$ cat src/design/ahb_bus_pkg.sv
// ====================================================================
// Bus-level widths and burst codes for the shared-memory subsystem
// Addresses are byte addresses with a word stride of 4
// Only SINGLE and INCR bursts exist, no WRAP codes
// ====================================================================

`default_nettype none

package ahb_bus_pkg;

  // ====================================================================
  // Burst encoding
  // ====================================================================

  // Two-bit code, not the 3-bit AHB HBURST field
  typedef enum logic [1:0] {
    SINGLE = 2'b00,
    INCR4  = 2'b01,
    INCR8  = 2'b10,
    INCR16 = 2'b11
  } hburst_type;

  // ====================================================================
  // Address and data
  // ====================================================================

  localparam int ADDR_W = 8;
  localparam int DATA_W = 32;

  typedef logic [ADDR_W-1:0] haddr_t;
  typedef logic [DATA_W-1:0] hdata_t;

  // ====================================================================
  // Memory geometry
  // ====================================================================

  // 64 words fill the whole 8-bit byte address space
  localparam int MEM_WORDS = 64;
  localparam int IDX_W     = $clog2(MEM_WORDS);

  typedef logic [IDX_W-1:0] mem_idx_t;

endpackage

`default_nettype wire

$ cat src/design/sram_slave.sv
// ====================================================================
// Word-addressed write memory, one wait state on each odd word
// Byte offset bits of haddr are ignored
// Side read port is combinational and for inspection only
// ====================================================================

`default_nettype none

module sram_slave (
  input  wire                  hclk,
  input  wire                  hreset_n,
  input  logic                 hsel,
  input  ahb_bus_pkg::haddr_t  haddr,
  input  ahb_bus_pkg::hdata_t  hwdata,
  output logic                 hwait,
  input  ahb_bus_pkg::mem_idx_t dbg_idx,
  output ahb_bus_pkg::hdata_t  dbg_rdata
);

  import ahb_bus_pkg::*;

  hdata_t   mem [MEM_WORDS];
  mem_idx_t word_idx;
  logic     odd_word;
  logic     wait_spent;
  logic     beat_accept;

  assign word_idx = mem_idx_t'(haddr[ADDR_W-1:2]);
  assign odd_word = word_idx[0];

  // ==================================================================
  // Slow bank model
  // ==================================================================

  // First cycle of an odd beat stalls, second one completes
  assign hwait = hsel & odd_word & ~wait_spent;

  always_ff @(posedge hclk or negedge hreset_n)
  begin
    if (!hreset_n)
      wait_spent <= 1'b0;
    else
      wait_spent <= hwait;
  end

  // ==================================================================
  // Storage
  // ==================================================================

  assign beat_accept = hsel & ~hwait;

  always_ff @(posedge hclk)
  begin
    if (beat_accept)
      mem[word_idx] <= hwdata;
  end

  assign dbg_rdata = mem[dbg_idx];

endmodule

`default_nettype wire

$ cat config.mk
export PLATFORM = sky130hd
export DESIGN_NAME = sram_slave
export DESIGN_NICKNAME = d
export VERILOG_FILES = /design/src/design/ahb_bus_pkg.sv /design/src/design/sram_slave.sv
export SDC_FILE = /design/constraint.sdc
export NUM_CORES = 2
export LEC_CHECK = 0
export ABC_AREA = 1
export BUFFER_PORTS_ARGS = -buffer_cell sky130_fd_sc_hd__buf_2
export CORE_ASPECT_RATIO = 0.8
export CORE_MARGIN = 4
export CORE_UTILIZATION = 50
export CTS_BUF_LIST = sky130_fd_sc_hd__clkbuf_4
export DETAILED_ROUTE_END_ITERATION = 10
export PLACE_DENSITY_LB_ADDON = 0.2
export SKIP_LAST_GASP = 1
export SYNTH_ARGS = -nofsm -noshare
export SYNTH_HDL_FRONTEND = slang
export SYNTH_SLANG_ARGS = --single-unit
$ cat constraint.sdc
create_clock -name hclk -period 2.6 [get_ports hclk]
set_input_delay 0.13 -clock hclk [delete_from_list [all_inputs] [get_ports hclk]]
set_output_delay 0.13 -clock hclk [all_outputs]
set_load 0.03 [all_outputs]
==> results.json <==
{
  "status": "finished, violations left",
  "violations": "setup timing",
  "cp_top_family": "simple AND/OR/NAND/NOR gates",
  "grt_max_degree": 83,
  "cts_setup_buffers": 0,
  "cp-end-kind": "output pin",
  "min_path_type": "in -> reg",
  "postRouteAntennaNets": 0,
  "drc_errors": 0,
  "critPathMostFrequentCell": "nand3_2",
  "rsz0062_at_grt": "yes",
  "ys_seq_area_share_pct": 74.9,
  "drtIter0Drc": 7291,
  "cts.reportedPaths.clkPinSlew_ps": 70,
  "crit_arrival_ps": 2800,
  "crit_buf_inv": 2,
  "synth_seq_cells": 2049,
  "grt_overflow": 0,
  "vias": 56681,
  "viasPerCell": 5.78,
  "die_w_um": 461,
  "numCtsBuffers": 497,
  "final_cells": 9800,
  "nFillCells": 12992,
  "area_growth_pct": 18.1,
  "cts.sinks": 2049,
  "reg2reg_depth": 6,
  "clockBufferDepth": 4,
  "timing.final.ws_setup_ps": -326,
  "start_util_pct": 50.6,
  "dr.pass1.iters": 8,
  "synthCells": 6741,
  "max_freq_mhz": 342,
  "netlist.area_leader.share_pct": 74.8,
  "critical_path.slowest_cell": "edfxtp_1",
  "worstMarginPinSlew_ps": 1230,
  "coreArea_sq_um": 163000,
  "insertion_delay_ps": 1360,
  "critPathMaxStageDelay_ps": 360,
  "first_global_vias": 53519,
  "cp-endpoint": "dbg_rdata[21]",
  "synthTopCellsByArea": "edfxtp_1, nand3_1, nand2_1, buf_2, buf_6",
  "critPathMaxFanout": 1,
  "finClkSkew_ps": 67.6,
  "antenna_found_initial": 14,
  "start_kind": "register",
  "avgSynthCellArea_sq_um": 12.2,
  "yosys.cell_types.count": 16,
  "syn-num-nets": 6790,
  "reg2reg_to": "mem[29][26]",
  "hold_violations": 0,
  "ys_warn_count": 0,
  "rows": 132,
  "setup_violations": 32,
  "wl_um": 245000,
  "powerDensity_nw_per_um2": 687,
  "die_h_um": 371,
  "grt_use_total_pct": 28.6,
  "layout-drive-gt1-share_pct": 20.3,
  "grt_pass1_wl_um": 356000,
  "syn_area_sq_um": 82200,
  "worst_hold_slack_ps": 147,
  "dp_hpwl_um": 132000,
  "htree_levels": 5,
  "dp_cells": 8877,
  "wl_per_cell_um": 25.0,
  "root_buffer": "clkbuf_4",
  "crit_start": "mem[33][21]",
  "gp_congestion": 0.831,
  "ir_drop_mv": 0.529,
  "total_leakage_power_uw": 0.0350,
  "ios": 82,
  "cp.depth": 10,
  "nNetsFinal": 7385,
  "die-area_sq_um": 171000,
  "crit_type": "reg -> out",
  "post-route-period-util_pct": 113,
  "period_needed_ps": 2930,
  "power_uw": 66700,
  "cts_tree": "built",
  "synth_top_area_cell": "edfxtp_1",
  "slew_headroom_pct": 17.6,
  "crit_required_ps": 2470,
  "port_buffers": 79,
  "cap_violations": 0,
  "postLayoutCoreUtil_pct": 59.7,
  "reg2reg_from": "wait_spent",
  "drv_slew": 0,
  "path_cells": "nand2_1 -> nand3_1 -> nand3_2 -> nand3_2 -> nand3_2 -> buf_8 -> nand2_4 -> nand2_1 -> nand2_2 -> buf_6",
  "reg2reg_setup_slack_ps": 340
}
==> per-stage QoR <==
step	cell area, sq um	setup WS (ps)	setup TNS (ps)
3_3_place_gp	87900	161	0
6_report	97100	-326	-7590
2_1_floorplan	82200	-171	-175240
3_5_place_dp	87900	149	0
5_1_grt	97100	-499	-13470
4_1_cts	96400	-444	-14200
==> cells in the final DEF (no fill, tap or decap), types with 41 or more instances in the layout <==
master	count
buf_2	41
nand3_2	168
nand2_2	52
dlygate4sd3_1	90
nor2_4	64
clkbuf_4	700
nand2_1	2156
clkinv_1	93
nand3_4	50
edfxtp_1	2048
buf_12	153
nand2_4	46
buf_4	215
nand3_1	1686
==> cell usage after synthesis <==
library cell,instances
buf_4,17
dfrtp_1,1
nor2_1,65
nand2_1,2256
nand3_1,1904
clkbuf_1,73
buf_1,69
inv_1,10
buf_8,3
edfxtp_1,2048
buf_6,28
inv_4,1
inv_2,2
nand4_1,8
buf_2,255
nor3_1,1
==> kinds of logic (layout without fill, tap and decap cells) <==
| kind of cell | after synthesis | in the layout | synth area share [%] |
|---|---|---|---|
| AND/OR/NAND/NOR | 4234 | 4234 | 22.3 |
| flip-flops | 2049 | 2049 | 74.9 |
| buffers and inverters | 458 | 1361 | 2.86 |
| other | 0 | 12 | 0 |
==> how the worst min path moves through the flow <==
stage / start / end / slack, ps / cells past startpoint
after floorplan: hreset_n / wait_spent / -170 / 0
after global placement: hreset_n / wait_spent / -90 / 1
after detailed placement: hreset_n / wait_spent / -90 / 1
after CTS: haddr[5] / mem[15][19] / 20 / 5
after global routing: hwdata[16] / mem[27][16] / 70 / 2
final: hwdata[16] / mem[27][16] / 150 / 2
==> flip-flops by register name, indices dropped and copies added (netlist names) <==
signal and count:
wait_spent 1, mem 2048
==> repair_timing <==
item / 4_1_cts / 5_1_grt
setup endpoints to repair: 33 / 56
pin swaps: 115 / 88
cloned: 0 / 0
hold buffers: 103 / 2
hold endpoints to repair: 4098 / 12
resized for setup: 362 / 134
==> power breakdown <==
part	internal, uW	leakage [uW]	switching, uW	total [uW]
sequential	36500	0.0184	36.8	36500
combinational	1680	0.0131	3860	5540
clock	12400	0.00344	12300	24700
total	50600	0.0350	16200	66700
==> per-layer routing <==
layer | wire [um] | vias up | global-route usage (%)
met5 | 0 | - | 0
met4 | 7790 | 0 | 10.9
met3 | 27200 | 445 | 6.93
met2 | 109000 | 3147 | 41.9
met1 | 102000 | 27526 | 41.5
li1 | - | 25563 | -
==> area by class of cell <==
type / instances / area, sq um / share of cell area (%)
diodes: 12 / 30.0 / 0.0309
clock buffers: 700 / 5260 / 5.41
clock inverters: 107 / 464 / 0.478
inverters: 13 / 86.3 / 0.0889
multi-input cells: 4234 / 20800 / 21.4
flip-flops and latches: 2049 / 61500 / 63.4
well taps: 2144 / 2680 / 2.76
repair buffers: 541 / 6270 / 6.46
No activity file was read; power rests on OpenSTA's default activity.
