$ cat config.mk
export PLATFORM = sky130hd
export DESIGN_NAME = burst_master
export DESIGN_NICKNAME = d
export VERILOG_FILES = /design/src/design/ahb_bus_pkg.sv /design/src/design/arb_pkg.sv /design/src/design/burst_master.sv
export SDC_FILE = /design/constraint.sdc
export NUM_CORES = 1
export LEC_CHECK = 0
export BUFFER_PORTS_ARGS = -buffer_cell sky130_fd_sc_hd__buf_2
export CORE_UTILIZATION = 42
export CTS_CLUSTER_SIZE = 30
export DETAILED_ROUTE_END_ITERATION = 16
export PLACE_DENSITY_LB_ADDON = 0.2
export SETUP_SLACK_MARGIN = 0.1
export SYNTH_ARGS = -nofsm -noshare
export SYNTH_HDL_FRONTEND = slang
export SYNTH_SLANG_ARGS = --single-unit
$ cat constraint.sdc
create_clock -name hclk -period 4.8 [get_ports hclk]
set_input_delay 0.72 -clock hclk [delete_from_list [all_inputs] [get_ports hclk]]
set_output_delay 0.72 -clock hclk [all_outputs]
set_load 0.01 [all_outputs]
$ cat src/design/ahb_bus_pkg.sv
// ====================================================================
// Bus-level widths and burst codes for the shared-memory subsystem
// Addresses are byte addresses with a word stride of 4
// Only SINGLE and INCR bursts exist, no WRAP codes
// ====================================================================

`default_nettype none

package ahb_bus_pkg;

  // ====================================================================
  // Burst encoding
  // ====================================================================

  // Two-bit code, not the 3-bit AHB HBURST field
  typedef enum logic [1:0] {
    SINGLE = 2'b00,
    INCR4  = 2'b01,
    INCR8  = 2'b10,
    INCR16 = 2'b11
  } hburst_type;

  // ====================================================================
  // Address and data
  // ====================================================================

  localparam int ADDR_W = 8;
  localparam int DATA_W = 32;

  typedef logic [ADDR_W-1:0] haddr_t;
  typedef logic [DATA_W-1:0] hdata_t;

  // ====================================================================
  // Memory geometry
  // ====================================================================

  // 64 words fill the whole 8-bit byte address space
  localparam int MEM_WORDS = 64;
  localparam int IDX_W     = $clog2(MEM_WORDS);

  typedef logic [IDX_W-1:0] mem_idx_t;

endpackage

`default_nettype wire

$ cat src/design/arb_pkg.sv
// ====================================================================
// Arbitration constants for the two-master round-robin arbiter
// Beat counter is 4 bits, enough for INCR16
// ====================================================================

`default_nettype none

package arb_pkg;

  localparam int MASTER_NUM = 2;
  localparam int PRIOR_BIT  = 1;
  localparam int BEAT_W     = 4;

  typedef logic [MASTER_NUM-1:0] master_vec_t;
  typedef logic [PRIOR_BIT-1:0]  prior_t;
  typedef logic [BEAT_W-1:0]     beat_cnt_t;

  // Index of the final beat for a burst type
  function automatic beat_cnt_t burst_limit(ahb_bus_pkg::hburst_type burst);
    case (burst)
      ahb_bus_pkg::INCR4:  return beat_cnt_t'(3);
      ahb_bus_pkg::INCR8:  return beat_cnt_t'(7);
      ahb_bus_pkg::INCR16: return beat_cnt_t'(15);
      default:             return beat_cnt_t'(0);
    endcase
  endfunction

endpackage

`default_nettype wire

$ cat src/design/burst_master.sv
// ====================================================================
// Write-burst master, one command at a time
// Address steps by 4 per beat, data by 1 per beat from the seed
// A start pulse while busy is dropped
// ====================================================================

`default_nettype none

module burst_master (
  input  wire                      hclk,
  input  wire                      hreset_n,
  input  logic                     start,
  input  ahb_bus_pkg::hburst_type  burst,
  input  ahb_bus_pkg::haddr_t      base_addr,
  input  ahb_bus_pkg::hdata_t      seed_data,
  input  logic                     hgrant,
  output logic                     hreq,
  output ahb_bus_pkg::haddr_t      m_addr,
  output ahb_bus_pkg::hdata_t      m_wdata,
  output ahb_bus_pkg::hburst_type  m_burst,
  output logic                     done
);

  import ahb_bus_pkg::*;
  import arb_pkg::*;

  typedef enum logic [1:0] {
    IDLE,
    REQUEST,
    DONE
  } mst_state_t;

  mst_state_t state;
  mst_state_t state_next;
  hburst_type burst_q;
  haddr_t     base_q;
  hdata_t     seed_q;
  beat_cnt_t  beat;
  logic       last_beat;

  assign last_beat = (beat == burst_limit(burst_q));

  always_comb
  begin
    state_next = state;
    case (state)
      IDLE:    if (start) state_next = REQUEST;
      REQUEST: if (hgrant && last_beat) state_next = DONE;
      DONE:    state_next = IDLE;
      default: state_next = IDLE;
    endcase
  end

  always_ff @(posedge hclk or negedge hreset_n)
  begin
    if (!hreset_n)
      state <= IDLE;
    else
      state <= state_next;
  end

  // Beat index advances only on accepted beats
  always_ff @(posedge hclk or negedge hreset_n)
  begin
    if (!hreset_n)
      beat <= '0;
    else if (state == IDLE && start)
      beat <= '0;
    else if (state == REQUEST && hgrant)
      beat <= beat + 1'b1;
  end

  // Command capture
  always_ff @(posedge hclk)
  begin
    if (state == IDLE && start)
    begin
      burst_q <= burst;
      base_q  <= base_addr;
      seed_q  <= seed_data;
    end
  end

  assign hreq    = (state == REQUEST);
  assign done    = (state == DONE);
  assign m_addr  = base_q + haddr_t'({beat, 2'b00});
  assign m_wdata = seed_q + hdata_t'(beat);
  assign m_burst = burst_q;

endmodule

`default_nettype wire

==> reports/qor.yml <==
grt:
  grt_max_degree: 38
  grt_antenna_before_repair: 0
  grt_pass1_vias: 1642
  grt_pass1_wl_mm: 7.57
  grt_use_total: 0.160
  gr-total-overflow: 0
setup_path:
  worst_r2r_path_depth: 2
  worstReg2RegStart: "state[1]$_DFFE_PN0P_"
  timing.rr.end: "seed_q[1]$_DFFE_PP_"
  worstSetupStartpointType: "register"
  arrival_ps: 2580
  cp.required_ps: 4080
  cp_max_fo: 16
  timing.reg2reg.setup_slack_ps: 2780
  cp-end-kind: "primary output"
  crit_type: "register to primary output"
cts:
  cts.path.max_buffers: 2
  cts_root_buf: "clkbuf_8"
  clk_latency_ps: 300
  cts_tree: "yes"
  cts_setup_buffers: 0
  post_cts_resized: 0
  cts_buffers: 5
  clkTransAtPathRegs_ps: 90
  holdBufCountCts: 0
  numClockSinks: 48
  htreeDepth: 2
route:
  ant_nets: 0
  wl_per_cell_um: 13.8
  routed_wl_mm: 4.91
  drt_iter0_drc: 24
  drc: 0
  drtPass1Iterations: 4
  vias_per_cell: 4.97
  vias: 1774
yosys:
  yosysWarningCount: 0
  async_flop_share: 0.125
  syn-num-nets: 249
  synth_area_um2: 2530
  synth_top_flop_cell: "edfxtp_1"
  syn_inst: 192
  synth_area_leaders: "edfxtp_1, xor2_1, dfrtp_1"
  yosysTopAreaCell: "edfxtp_1"
  synth_cell_types: 40
  syn_avg_cell_area_um2: 13.2
  synth_edf_count: 42
  ys_ff_latch: 48
  yosys.area.top_type_share: 0.499
  seq_area_frac_synth: 0.558
placed_design:
  gp_congestion: 0.863
  dp_hpwl_mm: 3.74
  io_buffers: 89
  place_ws_ps: 1820
finish:
  final_common_cell: "buf_2"
  area_growth_pct: 23.7
  fin_nets: 341
  diodes: 0
  drive_gt1_frac: 0.407
  final_cell_mix: "buf_2, edfxtp_1, xor2_1"
  finish.utilization: 0.554
timing:
  setup_viol: 0
  fin_tns_setup_ps: 0
  worstMarginPinSlew_ps: 803
  maxSlewViolCount: 0
  slew_headroom: 0.462
  finalHoldViolCount: 0
  period_share: 0.687
  worst_slack_ps: 1500
  rsz0062_at_grt: "false"
  fin_skew_ps: 3.43
  fin_crit_ps: 3300
  max_freq_mhz: 303
  holdWs_ps: 227
pwr:
  p_sw_frac: 0.352
  power_switching_mw: 0.476
  p_int_mw: 0.876
  power_density_nw_per_um2: 432
  p_leak_nw: 1.34
  pwr-share-comb: 0.355
  vdd_ir_drop_max_mv: 0.246
  p_total_mw: 1.35
  seq_power_share: 0.463
  clock_power_share: 0.182
run:
  cap_violations: 0
floorplan:
  top_level_ports: 90
  initial_core_util: 0.448
  fp.dieH_um: 79.6
  die_w_um: 79.6
  core_um2: 5640
  std_cell_rows: 27
  dieArea_um2: 6330
min_path:
  hold_class: "input pin to async pin"
run_status:
  status: "complete, no violations"
## Yosys cell counts, types with 3 or more instances
| cell type | instances |
|---|---|
| edfxtp_1 | 42 |
| xor2_1 | 29 |
| nand2_1 | 13 |
| ha_1 | 9 |
| a21oi_1 | 8 |
| nand3_1 | 8 |
| nor2_1 | 7 |
| dfrtp_1 | 6 |
| xnor2_1 | 6 |
| a21o_1 | 5 |
| nor3_1 | 5 |
| nor4_1 | 5 |
| nor3_2 | 4 |
| and4_1 | 3 |
| buf_6 | 3 |
| nand4_1 | 3 |
| nor4b_2 | 3 |
## per-stage QoR
step	instances	area [µm²]
after floorplan	192	2530
after global placement	349	3030
after detailed placement	349	3030
after CTS	357	3130
after global routing	357	3130
final	357	3130
## power groups by stage
stage / Combinational (mW) / Sequential [mW] / Clock [mW]
2_1_floorplan: 0.320 / 0.626 / 0
3_3_place_gp: 0.480 / 0.633 / 0
3_5_place_dp: 0.486 / 0.636 / 0
4_1_cts: 0.488 / 0.627 / 0.257
5_1_grt: 0.529 / 0.640 / 0.274
6_report: 0.480 / 0.626 / 0.246
## worst max-delay path, stage by stage (launching register included)
cell and delay (ps):
edfxtp_1 440, nand3_2 190, or4_1 870, nor4_1 460, xor2_1 170, buf_2 140
## registers in the layout (all words and copies together) (netlist names)
name and count:
m_burst 2, seed_q 32, base_q 8, beat 4
state 2
## worst max-delay path by stage
stage / slack, ps / startpoint / cells after the start / endpoint
finish: 1500 / seed_q[4]$_DFFE_PP_ / 5 / m_wdata[28]
global route: 1340 / seed_q[7]$_DFFE_PP_ / 5 / m_wdata[30]
CTS: 1470 / seed_q[4]$_DFFE_PP_ / 5 / m_wdata[28]
detailed placement: 1820 / seed_q[4]$_DFFE_PP_ / 5 / m_wdata[28]
global placement: 1860 / seed_q[4]$_DFFE_PP_ / 5 / m_wdata[28]
floorplan: 230 / start / 1 / base_q[0]$_DFFE_PP_
## layer usage
metal | vias up | part of all wire | track usage | wire length (µm)
met1 | 819 | 0.45 | 0.209 | 2200
met5 | - | 0 | 0 | 0
li1 | 893 | - | - | -
met4 | 0 | 0.013 | 0.0545 | 63
met3 | 8 | 0.062 | 0.0434 | 302
met2 | 54 | 0.48 | 0.256 | 2350
## final cells by class
class                   instances  area, µm²
fillers                       508       2510
flip-flops and latches         48       1410
multi-input cells             135       1060
repair buffers                 92        468
well taps                      72       90.1
clock buffers                   6       82.6
clock inverters                 2       10.0
inverters                       2       7.51
## logic make-up (layout without fill, tap and decap cells)
kind of cell	after synthesis	in the layout	synth area share
flops	48	48	0.558
xor+xnor	35	35	0.121
buf+inv	9	102	0.0252
simple gates	68	68	0.181
fa+ha+maj	11	11	0.0604
compound gates	21	21	0.0535
No activity file was read; power rests on OpenSTA's default activity.
